===== src/rxReqPkg.sv =====
package rxReqPkg;

    // Beat geometry, fixed at four dwords
    localparam int beatDwords = 4;
    localparam int dwordW     = 32;

    typedef logic [beatDwords*dwordW-1:0] beatT;
    typedef logic [4*dwordW-1:0]          hdrT;     // Dword 0 in the low bits
    typedef logic [1:0]                   dwOffsetT;
    typedef logic [beatDwords-1:0]        dwMaskT;
    typedef logic [63:0]                  addrT;
    typedef logic [9:0]                   reqLenT;  // Length in dwords
    typedef logic [7:0]                   tagT;
    typedef logic [15:0]                  reqIdT;
    typedef logic [3:0]                   beT;
    typedef logic [2:0]                   tcT;
    typedef logic [1:0]                   attrT;

    typedef enum logic [2:0] {
        memRead,
        memWrite,
        ioRead,
        ioWrite,
        notRequest
    } reqKindT;

    typedef enum logic {
        idle,
        inPacket
    } pktStateT;

    localparam dwMaskT allDwords = '1;

    // Dword 0 fields
    localparam int lenLsb     = 0;
    localparam int attrLsb    = 12;
    localparam int epBit      = 14;     // Poisoned
    localparam int tcLsb      = 20;
    localparam int typeLsb    = 24;
    localparam int typeW      = 5;
    localparam int fourDwBit  = 29;     // Fmt bit 0, header is 4 dwords
    localparam int payloadBit = 30;     // Fmt bit 1, packet has data

    // Dword 1 fields
    localparam int firstBeLsb = 32;
    localparam int lastBeLsb  = 36;
    localparam int tagLsb     = 40;
    localparam int reqIdLsb   = 48;

    // Address dwords
    localparam int dw2Lsb = 64;
    localparam int dw3Lsb = 96;

    // Type codes that count as requests
    localparam logic [typeW-1:0] typeMem = 5'b00000;
    localparam logic [typeW-1:0] typeIo  = 5'b00010;

endpackage


===== src/rxReqIfs.sv =====
// Registered beat stream out of the input register chain
interface rxBeatIf
    import rxReqPkg::*;
();
    beatT     data;
    logic     valid;
    logic     sop;
    logic     eop;
    dwOffsetT endOffset;

    modport source (output data, valid, sop, eop, endOffset);
    modport sink   (input  data, valid, sop, eop, endOffset);
endinterface

// Beat stream one cycle on, with captured header and start info
interface rxHdrIf
    import rxReqPkg::*;
();
    beatT     data;
    logic     valid;
    logic     sop;
    logic     eop;
    dwOffsetT endOffset;
    hdrT      hdr;
    logic     startFlag;    // First beat that carries payload or ends the header
    dwOffsetT startOffset;

    modport source (
        output data, valid, sop, eop, endOffset,
        output hdr, startFlag, startOffset
    );
    modport sink (
        input data, valid, sop, eop, endOffset,
        input hdr, startFlag, startOffset
    );
endinterface


===== src/rxInputStage.sv =====
module rxInputStage
    import rxReqPkg::*;
#(
    parameter int inputStages = 1
) (
    input  logic     CLK,
    input  logic     rst,
    input  beatT     rxData,
    input  logic     rxValid,
    input  logic     rxSop,
    input  logic     rxEop,
    input  dwOffsetT rxEndOffset,
    rxBeatIf.source  beat
);

    beatT                   dataSr   [inputStages];
    dwOffsetT               endOffSr [inputStages];
    logic [inputStages-1:0] validSr;
    logic [inputStages-1:0] sopSr;
    logic [inputStages-1:0] eopSr;

    // Strobes shift through with reset
    always_ff @(posedge CLK) begin
        if (rst) begin
            validSr <= '0;
            sopSr   <= '0;
            eopSr   <= '0;
        end else begin
            validSr[0] <= rxValid;
            sopSr[0]   <= rxSop;
            eopSr[0]   <= rxEop;
            for (int i = 1; i < inputStages; i++) begin
                validSr[i] <= validSr[i-1];
                sopSr[i]   <= sopSr[i-1];
                eopSr[i]   <= eopSr[i-1];
            end
        end
    end

    always_ff @(posedge CLK) begin
        dataSr[0]   <= rxData;
        endOffSr[0] <= rxEndOffset;
        for (int i = 1; i < inputStages; i++) begin
            dataSr[i]   <= dataSr[i-1];
            endOffSr[i] <= endOffSr[i-1];
        end
    end

    assign beat.data      = dataSr[inputStages-1];
    assign beat.valid     = validSr[inputStages-1];
    assign beat.sop       = sopSr[inputStages-1];
    assign beat.eop       = eopSr[inputStages-1];
    assign beat.endOffset = endOffSr[inputStages-1];

endmodule


===== src/rxHeaderCapture.sv =====
module rxHeaderCapture
    import rxReqPkg::*;
(
    input  logic     CLK,
    input  logic     rst,
    rxBeatIf.sink    beat,
    rxHdrIf.source   hdrStage
);

    beatT     dataQ;
    dwOffsetT endOffQ;
    hdrT      hdrQ;
    logic     validQ;
    logic     sopQ;
    logic     eopQ;
    logic     delayedSop;   // Last valid beat was an SOP
    logic     dataStartQ;
    logic     sopIn;
    logic     dataStartIn;
    logic     hdr3DwStart;
    logic     hdr4DwNoDataStart;

    assign sopIn = beat.valid & beat.sop;

    // First data beat behind a 4DW header, header register already loaded
    assign dataStartIn = beat.valid & delayedSop & hdrQ[fourDwBit] & hdrQ[payloadBit];

    always_ff @(posedge CLK) begin
        if (rst) begin
            validQ     <= 1'b0;
            sopQ       <= 1'b0;
            eopQ       <= 1'b0;
            delayedSop <= 1'b0;
            dataStartQ <= 1'b0;
        end else begin
            validQ     <= beat.valid;
            sopQ       <= sopIn;
            eopQ       <= beat.valid & beat.eop;
            dataStartQ <= dataStartIn;
            if (beat.valid) begin
                delayedSop <= beat.sop;   // Gaps keep the flag
            end
        end
    end

    always_ff @(posedge CLK) begin
        dataQ   <= beat.data;
        endOffQ <= beat.endOffset;
        if (sopIn) begin
            hdrQ <= beat.data;
        end
    end

    // 3DW header leaves dword 3 of the SOP beat for data
    assign hdr3DwStart = sopQ & ~hdrQ[fourDwBit];
    assign hdr4DwNoDataStart = sopQ & hdrQ[fourDwBit] & ~hdrQ[payloadBit];

    assign hdrStage.data        = dataQ;
    assign hdrStage.valid       = validQ;
    assign hdrStage.sop         = sopQ;
    assign hdrStage.eop         = eopQ;
    assign hdrStage.endOffset   = endOffQ;
    assign hdrStage.hdr         = hdrQ;
    assign hdrStage.startFlag   = hdr3DwStart | hdr4DwNoDataStart | dataStartQ;
    assign hdrStage.startOffset = hdr3DwStart ? dwOffsetT'(3) : dwOffsetT'(0);

endmodule


===== src/rxReqDecode.sv =====
module rxReqDecode
    import rxReqPkg::*;
(
    input  logic     CLK,
    input  logic     rst,
    rxHdrIf.sink     hdrStage,
    output beatT     decData,
    output logic     decValid,
    output logic     decStartFlag,
    output dwOffsetT decStartOffset,
    output logic     decEndFlag,
    output dwOffsetT decEndOffset,
    output dwMaskT   decStartMask,
    output dwMaskT   decEndMask,
    output logic     decHasPayload,
    output beT       decFirstBe,
    output beT       decLastBe,
    output tcT       decTc,
    output attrT     decAttr,
    output tagT      decTag,
    output reqKindT  decKind,
    output addrT     decAddr,
    output reqIdT    decRequesterId,
    output reqLenT   decLength,
    output logic     decEp
);

    pktStateT state;
    pktStateT nextState;
    reqKindT  kind;
    logic     isReq;
    logic     endFlag;
    logic     reqStart;
    logic     beatMarked;
    dwMaskT   startMask;
    dwMaskT   endMask;
    addrT     addr;

    // Format and type to request kind
    always_comb begin
        case (hdrStage.hdr[typeLsb +: typeW])
            typeMem: kind = hdrStage.hdr[payloadBit] ? memWrite : memRead;
            typeIo:  kind = hdrStage.hdr[payloadBit] ? ioWrite : ioRead;
            default: kind = notRequest;     // Completions, messages
        endcase
    end

    assign isReq    = (kind != notRequest);
    assign endFlag  = hdrStage.valid & hdrStage.eop;
    assign reqStart = hdrStage.startFlag & isReq;

    // Single cycle packet or any valid beat of an open one
    assign beatMarked = hdrStage.valid & (reqStart | (state == inPacket));

    always_comb begin
        nextState = state;
        if (reqStart && !endFlag) begin
            nextState = inPacket;
        end else if (endFlag || hdrStage.sop) begin
            nextState = idle;   // Stray SOP closes a broken packet
        end
    end

    assign startMask = hdrStage.startFlag ? dwMaskT'(allDwords << hdrStage.startOffset)
                                          : allDwords;
    assign endMask = endFlag ? dwMaskT'(allDwords >> (2'd3 - hdrStage.endOffset))
                             : allDwords;

    // 4DW header carries the upper half first
    assign addr = hdrStage.hdr[fourDwBit] ?
                  {hdrStage.hdr[dw2Lsb +: dwordW], hdrStage.hdr[dw3Lsb +: dwordW]} :
                  {{dwordW{1'b0}}, hdrStage.hdr[dw2Lsb +: dwordW]};

    always_ff @(posedge CLK) begin
        if (rst) begin
            state        <= idle;
            decValid     <= 1'b0;
            decStartFlag <= 1'b0;
            decEndFlag   <= 1'b0;
        end else begin
            state        <= nextState;
            decValid     <= beatMarked;
            decStartFlag <= reqStart;
            decEndFlag   <= endFlag & beatMarked;
        end
    end

    always_ff @(posedge CLK) begin
        decData        <= hdrStage.data;
        decStartOffset <= hdrStage.startOffset;
        decEndOffset   <= hdrStage.endOffset;
        decStartMask   <= startMask;
        decEndMask     <= endMask;
        decHasPayload  <= hdrStage.hdr[payloadBit];
        decFirstBe     <= hdrStage.hdr[firstBeLsb +: $bits(beT)];
        decLastBe      <= hdrStage.hdr[lastBeLsb +: $bits(beT)];
        decTc          <= hdrStage.hdr[tcLsb +: $bits(tcT)];
        decAttr        <= hdrStage.hdr[attrLsb +: $bits(attrT)];
        decTag         <= hdrStage.hdr[tagLsb +: $bits(tagT)];
        decKind        <= kind;
        decAddr        <= addr;
        decRequesterId <= hdrStage.hdr[reqIdLsb +: $bits(reqIdT)];
        decLength      <= hdrStage.hdr[lenLsb +: $bits(reqLenT)];
        decEp          <= hdrStage.hdr[epBit];
    end

endmodule


===== src/rxReqOutput.sv =====
module rxReqOutput
    import rxReqPkg::*;
(
    input  logic     CLK,
    input  logic     rst,
    input  beatT     decData,
    input  logic     decValid,
    input  logic     decStartFlag,
    input  dwOffsetT decStartOffset,
    input  logic     decEndFlag,
    input  dwOffsetT decEndOffset,
    input  dwMaskT   decStartMask,
    input  dwMaskT   decEndMask,
    input  logic     decHasPayload,
    input  beT       decFirstBe,
    input  beT       decLastBe,
    input  tcT       decTc,
    input  attrT     decAttr,
    input  tagT      decTag,
    input  reqKindT  decKind,
    input  addrT     decAddr,
    input  reqIdT    decRequesterId,
    input  reqLenT   decLength,
    input  logic     decEp,
    output beatT     reqData,
    output logic     reqValid,
    output dwMaskT   reqWordEnable,
    output logic     reqStartFlag,
    output dwOffsetT reqStartOffset,
    output logic     reqEndFlag,
    output dwOffsetT reqEndOffset,
    output beT       reqFirstBe,
    output beT       reqLastBe,
    output tcT       reqTc,
    output attrT     reqAttr,
    output tagT      reqTag,
    output reqKindT  reqKind,
    output addrT     reqAddr,
    output reqIdT    reqRequesterId,
    output reqLenT   reqLength,
    output logic     reqEp
);

    dwMaskT wordEnable;

    // Reads carry no data dwords
    assign wordEnable = (decValid && decHasPayload) ? (decStartMask & decEndMask) : '0;

    always_ff @(posedge CLK) begin
        if (rst) begin
            reqValid      <= 1'b0;
            reqStartFlag  <= 1'b0;
            reqEndFlag    <= 1'b0;
            reqWordEnable <= '0;
        end else begin
            reqValid      <= decValid;
            reqStartFlag  <= decStartFlag;
            reqEndFlag    <= decEndFlag;
            reqWordEnable <= wordEnable;
        end
    end

    always_ff @(posedge CLK) begin
        reqData        <= decData;
        reqStartOffset <= decStartOffset;
        reqEndOffset   <= decEndOffset;
        reqFirstBe     <= decFirstBe;
        reqLastBe      <= decLastBe;
        reqTc          <= decTc;
        reqAttr        <= decAttr;
        reqTag         <= decTag;
        reqKind        <= decKind;
        reqAddr        <= decAddr;
        reqRequesterId <= decRequesterId;
        reqLength      <= decLength;
        reqEp          <= decEp;
    end

endmodule


===== src/rxReqEngine.sv =====
module rxReqEngine
    import rxReqPkg::*;
#(
    parameter int inputStages = 1   // 1 to 3
) (
    input  logic     CLK,
    input  logic     rst,
    input  beatT     rxData,
    input  logic     rxValid,
    input  logic     rxSop,
    input  logic     rxEop,
    input  dwOffsetT rxEndOffset,
    output beatT     reqData,
    output logic     reqValid,
    output dwMaskT   reqWordEnable,
    output logic     reqStartFlag,
    output dwOffsetT reqStartOffset,
    output logic     reqEndFlag,
    output dwOffsetT reqEndOffset,
    output beT       reqFirstBe,
    output beT       reqLastBe,
    output tcT       reqTc,
    output attrT     reqAttr,
    output tagT      reqTag,
    output reqKindT  reqKind,
    output addrT     reqAddr,
    output reqIdT    reqRequesterId,
    output reqLenT   reqLength,
    output logic     reqEp
);

    rxBeatIf beatBus ();
    rxHdrIf  hdrBus ();

    // Decode to output stage, names match the port names
    beatT     decData;
    logic     decValid;
    logic     decStartFlag;
    dwOffsetT decStartOffset;
    logic     decEndFlag;
    dwOffsetT decEndOffset;
    dwMaskT   decStartMask;
    dwMaskT   decEndMask;
    logic     decHasPayload;
    beT       decFirstBe;
    beT       decLastBe;
    tcT       decTc;
    attrT     decAttr;
    tagT      decTag;
    reqKindT  decKind;
    addrT     decAddr;
    reqIdT    decRequesterId;
    reqLenT   decLength;
    logic     decEp;

    rxInputStage #(
        .inputStages (inputStages)
    ) u_rxInputStage (
        .beat (beatBus),
        .*
    );

    rxHeaderCapture u_rxHeaderCapture (
        .CLK      (CLK),
        .rst      (rst),
        .beat     (beatBus),
        .hdrStage (hdrBus)
    );

    rxReqDecode u_rxReqDecode (
        .hdrStage (hdrBus),
        .*
    );

    rxReqOutput u_rxReqOutput (.*);

endmodule


===== config.mk =====
export PLATFORM = sky130hd
export DESIGN_NAME = rxReqEngine
export DESIGN_NICKNAME = d
export VERILOG_FILES = /design/src/rxReqPkg.sv /design/src/rxReqIfs.sv /design/src/rxInputStage.sv /design/src/rxHeaderCapture.sv /design/src/rxReqDecode.sv /design/src/rxReqOutput.sv /design/src/rxReqEngine.sv
export SDC_FILE = /design/constraint.sdc
export NUM_CORES = 1
export LEC_CHECK = 0
export BUFFER_PORTS_ARGS = -buffer_cell sky130_fd_sc_hd__buf_4
export CAP_MARGIN = 20
export CORE_MARGIN = 4
export CORE_UTILIZATION = 50
export DETAILED_ROUTE_END_ITERATION = 12
export PLACE_DENSITY = 0.73
export SETUP_SLACK_MARGIN = 0.02
export SYNTH_ARGS = -nofsm -noshare
export SYNTH_HDL_FRONTEND = slang
export SYNTH_SLANG_ARGS = --single-unit

===== constraint.sdc =====
create_clock -name CLK -period 4.1 [get_ports CLK]
set_input_delay 0 -clock CLK [delete_from_list [all_inputs] [get_ports CLK]]
set_output_delay 0 -clock CLK [all_outputs]
set_load 0.01 [all_outputs]

==> out/metrics.cfg, run 1 <==
[logic_synthesis]
synth_cell_types=26
synth_compound_area_share_pct=0.2503
synth_nets=1143
yosysWarnings=0
synth_flop_cell=dfxtp_1
synth_area_leaders=dfxtp_1 78%, edfxtp_1 18%, mux2_2 1.8%
synth_edf_count=119
netlist_instances=1008
syn_avg_cell_area_um2=19.84
async_reset_ff_share_pct=0
ys_ff_latch=896
syn_area_um2=20000
synth_xor_area_share_pct=0
synth_top_area_cell=dfxtp_1
muxShareOfSynthArea_pct=1.802
yosys.area_share.simple_pct=2.015
synthAdderAreaFrac_pct=0
yosysTopAreaCellShare_pct=77.78
synth_top_family_by_area=simple AND/OR/NAND/NOR gates
synth_seq_area_share_pct=95.65

[critical_path]
required_ns=4.32
start_kind=flop
crit_type=flop to flop
rr_worst_depth=2
critPathMaxFanout=65
crit_path_end=u_rxHeaderCapture.hdrStage.hdr[28]
rr_endpoint=u_rxHeaderCapture.hdrStage.hdr[28]
crit_start=u_rxInputStage.beat.valid
crit_arrival_ns=2.15
r2r-start=u_rxInputStage.beat.valid
end_kind=flop
rrSetupSlack_ns=2.18

[global_route]
antenna_found_initial=4
grt-ovfl-total=0
grt_first_pass_wirelength_um=56550
grt_usage_pct=16.88
grt_max_degree=66
grt_pass1_vias=10140

[drt]
viasPerCell=4.226
drc=0
drt_iter0_drc=335
drtAntennaViolNets=0
drt_first_pass_iters=4
via_count=9259
wl_per_cell_um=17.08
finalWirelength_um=37410

[sta]
period_share_pct=46.90
max_clock_freq_ghz=0.5201
period_minus_slack_ns=1.923
worstMarginPinSlew_ns=0.8496
setup_viol=0
slew_violations=0
max-slew-margin-rel_pct=43.36
finalSetupTns_ns=0
finalHoldViolCount=0
rsz0062_at_grt=no
holdWs_ns=0.05450
skew_ns=0.02514

[min_path]
hold_path.class=input pin to flop

[cts]
clkSinkCount=896
clk_path_buf_depth=3
numCtsBuffers=79
clock_latency_ns=0.59
root_buffer=clkbuf_16
htreeDepth=3
path_clk_slew_ns=0.07
cts_tree=yes

[outcome]
outcome=finished clean

[die]
die_area_um2=43260
core_um2=39100
row_count=72
die_y_um=208.0
num_io_pins=389
start_util_pct=51.15
die_w_um=208.0

[place]
port_buffers=388
postPlaceCellArea_um2=23540
gp_congestion=0.7570
dp_hpwl_um=22210
place_inst=1907

[cells_and_area]
finalNetCount=1741
drive_gt1_share_pct=33.35
postLayoutCoreUtil_pct=70.69
n_fill_cell=2327
area_growth_pct=38.20
postLayoutCellArea_um2=27640
stdcell_count=2191

[pwr]
p_leak_nw=11.76
vdd_drop_max_mv=0.4381
power_density_nw_per_um2=630.1

[job]
maxCapViolations=0

==> power breakdown <==
| part | internal [mW] | switching [mW] | total, mW |
|---|---|---|---|
| sequential | 9.28 | 0.128 | 9.41 |
| combinational | 0.308 | 0.188 | 0.496 |
| clock | 4.46 | 3.05 | 7.51 |
| total | 14.1 | 3.36 | 17.4 |
==> area by class of cell <==
class / count / area, um2 / share of cell area (%)
diodes: 3 / 7.507 / 0.02716
clock buffers: 121 / 2489 / 9.004
clock inverters: 24 / 236.5 / 0.8556
inverters: 3 / 11.26 / 0.04074
multi-input cells: 100 / 815.8 / 2.952
flip-flops and latches: 896 / 19130 / 69.21
well taps: 518 / 648.1 / 2.345
repair buffers: 526 / 4302 / 15.56
==> logic make-up (layout without fill, tap and decap cells) <==
| logic type | after synthesis | after routing |
|---|---|---|
| other | 0 | 3 |
| AND/OR/NAND/NOR | 62 | 62 |
| AO/OA/AOI/OAI | 6 | 6 |
| buffers and inverters | 12 | 674 |
| multiplexers | 32 | 32 |
| flip-flops | 896 | 896 |
==> metrics by stage <==
| step | worst slack (ns) | power (mW) |
|---|---|---|
| 2_1_floorplan | 0.5459 | 9.646 |
| 3_3_place_gp | 2.229 | 9.962 |
| 3_5_place_dp | 2.196 | 9.987 |
| 4_1_cts | 2.186 | 17.55 |
| 5_1_grt | 2.084 | 18.01 |
| 6_report | 2.177 | 17.42 |
==> how the worst min path moves through the flow <==
stage                          start                           end  slack, ns  depth (start not counted)
after floorplan            rxData[0]   u_rxInputStage.dataSr[0][0]       0.03                          0
after global placement    rxData[63]  u_rxInputStage.dataSr[0][63]       0.10                          1
after detailed placement  rxData[16]  u_rxInputStage.dataSr[0][16]       0.11                          1
after CTS                 rxData[17]  u_rxInputStage.dataSr[0][17]       0.02                          2
after global routing       rxData[2]   u_rxInputStage.dataSr[0][2]       0.03                          2
final                     rxData[96]  u_rxInputStage.dataSr[0][96]       0.05                          2
==> synthesized netlist by cell type (all sizes together) (2+ instances only) <==
cell type,number
dfxtp,777
edfxtp,119
and2,38
mux2,32
buf,7
nor2b,6
and3,4
inv,3
nand2b,3
nor2,3
clkbuf,2
or2,2
==> flip-flops by register name, summed over array words and instances (netlist names), 8 cells and up <==
register                         flops
u_rxReqDecode.decAddr               64
u_rxReqDecode.decTag                 8
u_rxReqOutput.reqData              128
u_rxReqOutput.reqRequesterId        16
u_rxReqDecode.decRequesterId        16
u_rxHeaderCapture.hdrStage.data    128
u_rxReqOutput.reqAddr               64
u_rxReqDecode.decLength             10
u_rxReqOutput.reqTag                 8
u_rxReqOutput.reqLength             10
u_rxReqDecode.decData              128
u_rxHeaderCapture.hdrStage.hdr     119
u_rxInputStage.dataSr              128
==> metal layers <==
| layer | global-route usage, % | vias to the layer above | share of wire, % |
|---|---|---|---|
| li1 | - | 4484 | - |
| met1 | 17.91 | 4395 | 37 |
| met2 | 30.31 | 286 | 52 |
| met3 | 5.679 | 92 | 7.2 |
| met4 | 7.905 | 2 | 3.9 |
| met5 | 0 | - | 0.035 |
==> critical path, stage by stage (launching register included) <==
cell and delay (ns):
dfxtp_1 0.33, and2_4 0.66, buf_12 0.39
==> layout by cell type (no fill, tap or decap) <==
cell type      count
or2_2              2
and4_1             1
clkinv_2          15
bufinv_16          4
dfxtp_1          777
buf_4            389
diode_2            3
nor4_4             1
and2_1            35
or3_1              1
nor3_1             1
inv_4              1
a21boi_0           1
mux2_2            32
nor2b_1            6
nand2b_1           3
inv_6              4
and2_4             1
nor3b_2            1
nor2_1             3
o21ai_2            1
clkbuf_16         90
a221oi_2           1
buf_12             1
and3_1             4
clkbuf_8          12
and2_2             2
a21o_1             1
o22ai_1            1
nand2_1            1
inv_1              3
edfxtp_1         119
a21oi_1            1
dlygate4sd3_1    136
clkbuf_1          19
==> timing repair <==
item	4_1_cts	5_1_grt
hold buffers	136	0
endpoints found under the hold margin	147	0
gates resized for setup	0	0
setup buffers	0	0
Note: power is estimated with default switching activity, not from simulation.
==> run 2: changes to the inputs <==
--- a/config.mk
+++ b/config.mk
@@ -5,6 +5,7 @@
 export SDC_FILE = /design/constraint.sdc
 export NUM_CORES = 1
 export LEC_CHECK = 0
+export ABC_AREA = 1
 export BUFFER_PORTS_ARGS = -buffer_cell sky130_fd_sc_hd__buf_4
 export CAP_MARGIN = 20
 export CORE_MARGIN = 4
==> constraint.sdc (replaced) <==
create_clock -name CLK -period 1.9 [get_ports CLK]
set_input_delay 0 -clock CLK [delete_from_list [all_inputs] [get_ports CLK]]
set_output_delay 0 -clock CLK [all_outputs]
set_load 0.01 [all_outputs]
==> run 2 against run 1 <==
  * Sequential share of layout area is 0.34 points lower
  * Total power is 120% higher
  * Clock power is 120% higher
  * Via count is 4.5% higher
  * Flip-flop and latch count stayed put
  * Largest cell class unchanged
==> out/metrics.cfg, run 2 <==
[cts]
cts_tree=yes  ; unchanged
numCtsBuffers=81  ; was 79
cts_resized=0  ; unchanged
clock_latency_ns=0.60  ; was 0.59 ns
htreeDepth=3  ; unchanged
clk_path_buf_depth=3  ; unchanged
clkSinkCount=896  ; unchanged
root_buffer=clkbuf_16  ; unchanged
path_clk_slew_ns=0.06  ; was 0.07 ns

[global_route]
grt_usage_pct=17.38  ; was 16.88%
grt_max_degree=51  ; was 66
grt-ovfl-total=0  ; unchanged
antenna_found_initial=3  ; was 4
grt_pass1_vias=10640  ; was 10140
grt_first_pass_wirelength_um=58590  ; was 56550 um

[critical_path]
r2r-start=u_rxHeaderCapture.hdrStage.hdr[29]  ; was u_rxInputStage.beat.valid
rr_endpoint=u_rxReqDecode.decAddr[9]  ; was u_rxHeaderCapture.hdrStage.hdr[28]
required_ns=2.44  ; was 4.32 ns
crit_path_end=u_rxReqDecode.decAddr[9]  ; was u_rxHeaderCapture.hdrStage.hdr[28]
critPathMaxFanout=24  ; was 65
rrSetupSlack_ns=0.65  ; was 2.18 ns
crit_arrival_ns=1.79  ; was 2.15 ns
start_kind=flop  ; unchanged
rr_worst_depth=4  ; was 2
crit_type=flop to flop  ; unchanged
end_kind=flop  ; unchanged
crit_start=u_rxHeaderCapture.hdrStage.hdr[29]  ; was u_rxInputStage.beat.valid

[job]
maxCapViolations=0  ; unchanged

[cells_and_area]
final_common_cell=dfxtp_1  ; unchanged
drive_gt1_share_pct=28.75  ; was 33.35%
postLayoutCellArea_um2=27780  ; was 27640 um2
multi_input_area_um2=653.1  ; was 815.8 um2
finalNetCount=1879  ; was 1741
final_cell_mix=776 x dfxtp_1, 390 x buf_4, 147 x nand2_1, 137 x dlygate4sd3_1, 119 x edfxtp_1  ; was 777 x dfxtp_1, 389 x buf_4, 136 x dlygate4sd3_1, 119 x edfxtp_1, 90 x clkbuf_16
regArea_um2=19130  ; about the same
n_fill_cell=2390  ; was 2327
area_growth_pct=38.13  ; was 38.20%

[place]
postPlaceCellArea_um2=23680  ; was 23540 um2
port_buffers=388  ; unchanged
dp_hpwl_um=23190  ; was 22210 um
gp_congestion=0.7737  ; was 0.7570

[logic_synthesis]
synthTopCellsByCount=777 x dfxtp_1, 148 x nand2_1, 119 x edfxtp_1, 62 x inv_1, 21 x nor2_1  ; was 777 x dfxtp_1, 119 x edfxtp_1, 36 x and2_1, 32 x mux2_2
synth_most_common_cell=dfxtp_1  ; unchanged
async_reset_ff_share_pct=0  ; unchanged
synth_top_area_cell=dfxtp_1  ; unchanged
synth_flop_cell=dfxtp_1  ; unchanged
synth_nets=1277  ; was 1143
syn_avg_cell_area_um2=17.61  ; was 19.84 um2
synth_edf_count=119  ; unchanged
yosysTopAreaCellShare_pct=77.36  ; was 77.78%
synth_cell_types=10  ; was 26
syn_area_um2=20110  ; was 20000 um2
yosysWarnings=0  ; unchanged
ys_ff_latch=896  ; unchanged
synth_seq_area_share_pct=95.13  ; was 95.65%
netlist_instances=1142  ; was 1008
synth_area_leaders=dfxtp_1 77%, edfxtp_1 18%, nand2_1 2.8%  ; was dfxtp_1 78%, edfxtp_1 18%, mux2_2 1.8%

[drt]
via_count=9672  ; was 9259
drt_first_pass_iters=4  ; unchanged
drc=0  ; unchanged
met1_length_um=14420  ; was 13670 um
drtAntennaViolNets=0  ; unchanged
top_layer=met5  ; unchanged
wl_per_cell_um=16.38  ; was 17.08 um
drt_iter0_drc=395  ; was 335
viasPerCell=4.142  ; was 4.226
met3WireLength_um=3036  ; was 2708 um
finalWirelength_um=38240  ; was 37410 um
wl_met2_um=19840  ; was 19580 um

[pwr]
vdd_drop_max_mv=1.354  ; was 0.4381 mV
power_density_nw_per_um2=1354  ; was 630.1 nW/um2
p_leak_nw=12.28  ; was 11.76 nW

[sta]
worstMarginPinSlew_ns=0.3747  ; was 0.8496 ns
finalSetupTns_ns=0  ; unchanged
slew_violations=0  ; unchanged
max_clock_freq_ghz=0.8007  ; was 0.5201 GHz
skew_ns=0.02169  ; was 0.02514 ns
period_share_pct=65.73  ; was 46.90%
rsz0062_at_grt=no  ; unchanged
finalHoldViolCount=0  ; unchanged
max-slew-margin-rel_pct=75.02  ; was 43.36%
period_minus_slack_ns=1.249  ; was 1.923 ns
setup_viol=0  ; unchanged

[die]
die_area_um2=43490  ; was 43260 um2
row_count=73  ; was 72
core_um2=39730  ; was 39100 um2
num_io_pins=389  ; unchanged
start_util_pct=50.61  ; was 51.15%
die_y_um=208.5  ; was 208.0 um
die_w_um=208.5  ; was 208.0 um

[min_path]
hold_path.class=input pin to flop  ; unchanged
hp-start=rxData[69]  ; was rxData[96]

[outcome]
outcome=finished clean  ; unchanged

[run 2: timing repair]
| item | CTS | global route |
|---|---|---|
| hold buffers | 137 | 0 |
| endpoints found under the hold margin | 149 | 0 |
| setup buffers | 0 | 0 |
[run 2: worst min-delay path by stage]
| stage | to | slack, ns | cells after the start |
|---|---|---|---|
| global route | u_rxInputStage.dataSr[0][2] | 0.03 | 2 |
| global placement | u_rxInputStage.dataSr[0][41] | 0.10 | 1 |
| detailed placement | u_rxInputStage.dataSr[0][42] | 0.11 | 1 |
| CTS | u_rxInputStage.dataSr[0][108] | 0.0008 | 2 |
| finish | u_rxInputStage.dataSr[0][69] | 0.04 | 2 |
| floorplan | u_rxInputStage.dataSr[0][0] | 0.03 | 0 |
[run 2: where the power goes]
group	internal (mW)	switching [mW]	leakage (nW)	total (mW)
Clock	9.57	6.64	1.34	16.2
Combinational	0.656	0.429	3.32	1.09
Sequential	20.0	0.283	7.62	20.3
Total	30.3	7.36	12.3	37.6
[run 2: critical path, stage by stage, from the launching register on]
cell and delay [ns]:
edfxtp_1 0.55, inv_2 0.26, buf_12 0.22, nand2_1 0.08, nand2_1 0.07
[run 2: final cells by class]
class                           count  share of cell area (%)
Sequential cell                   896                   68.87
Clock inverter                     29                   1.356
Clock buffer                      119                   8.428
Tap cell                          525                   2.365
Multi-Input combinational cell    172                   2.351
Inverter                           62                  0.8514
Antenna cell                        1                0.009009
Timing Repair Buffer              531                   15.77
[run 2: cell families (layout without fill, tap and decap cells)]
kind of cell | count (synthesis) | after routing | share of synthesized area [%]
and+or+nand+nor | 169 | 169 | 3.155
DFF | 896 | 896 | 95.13
buffers and inverters | 74 | 741 | 1.636
AOI/OAI and AO/OA | 3 | 3 | 0.08091
other | 0 | 1 | 0
[run 2: per-stage QoR]
stage,worst slack [ns],power [mW],std cells,utilization [%],hold WS [ns]
finish,0.6512,37.62,2335,69.91,0.04016
detailed placement,0.6526,21.57,2049,59.61,0.1054
floorplan,-0.6418,20.82,1142,-,0.02772
global route,0.5648,38.82,2335,69.91,0.02603
CTS,0.6386,37.91,2334,69.90,0.0007609
global placement,0.6879,21.51,2049,59.61,0.1044
[run 2: metal layers]
layer	vias up	GRT usage, %
li1	4782	-
met1	4541	19.02
met5	-	0
met4	4	6.121
met2	278	30.96
met3	67	6.634
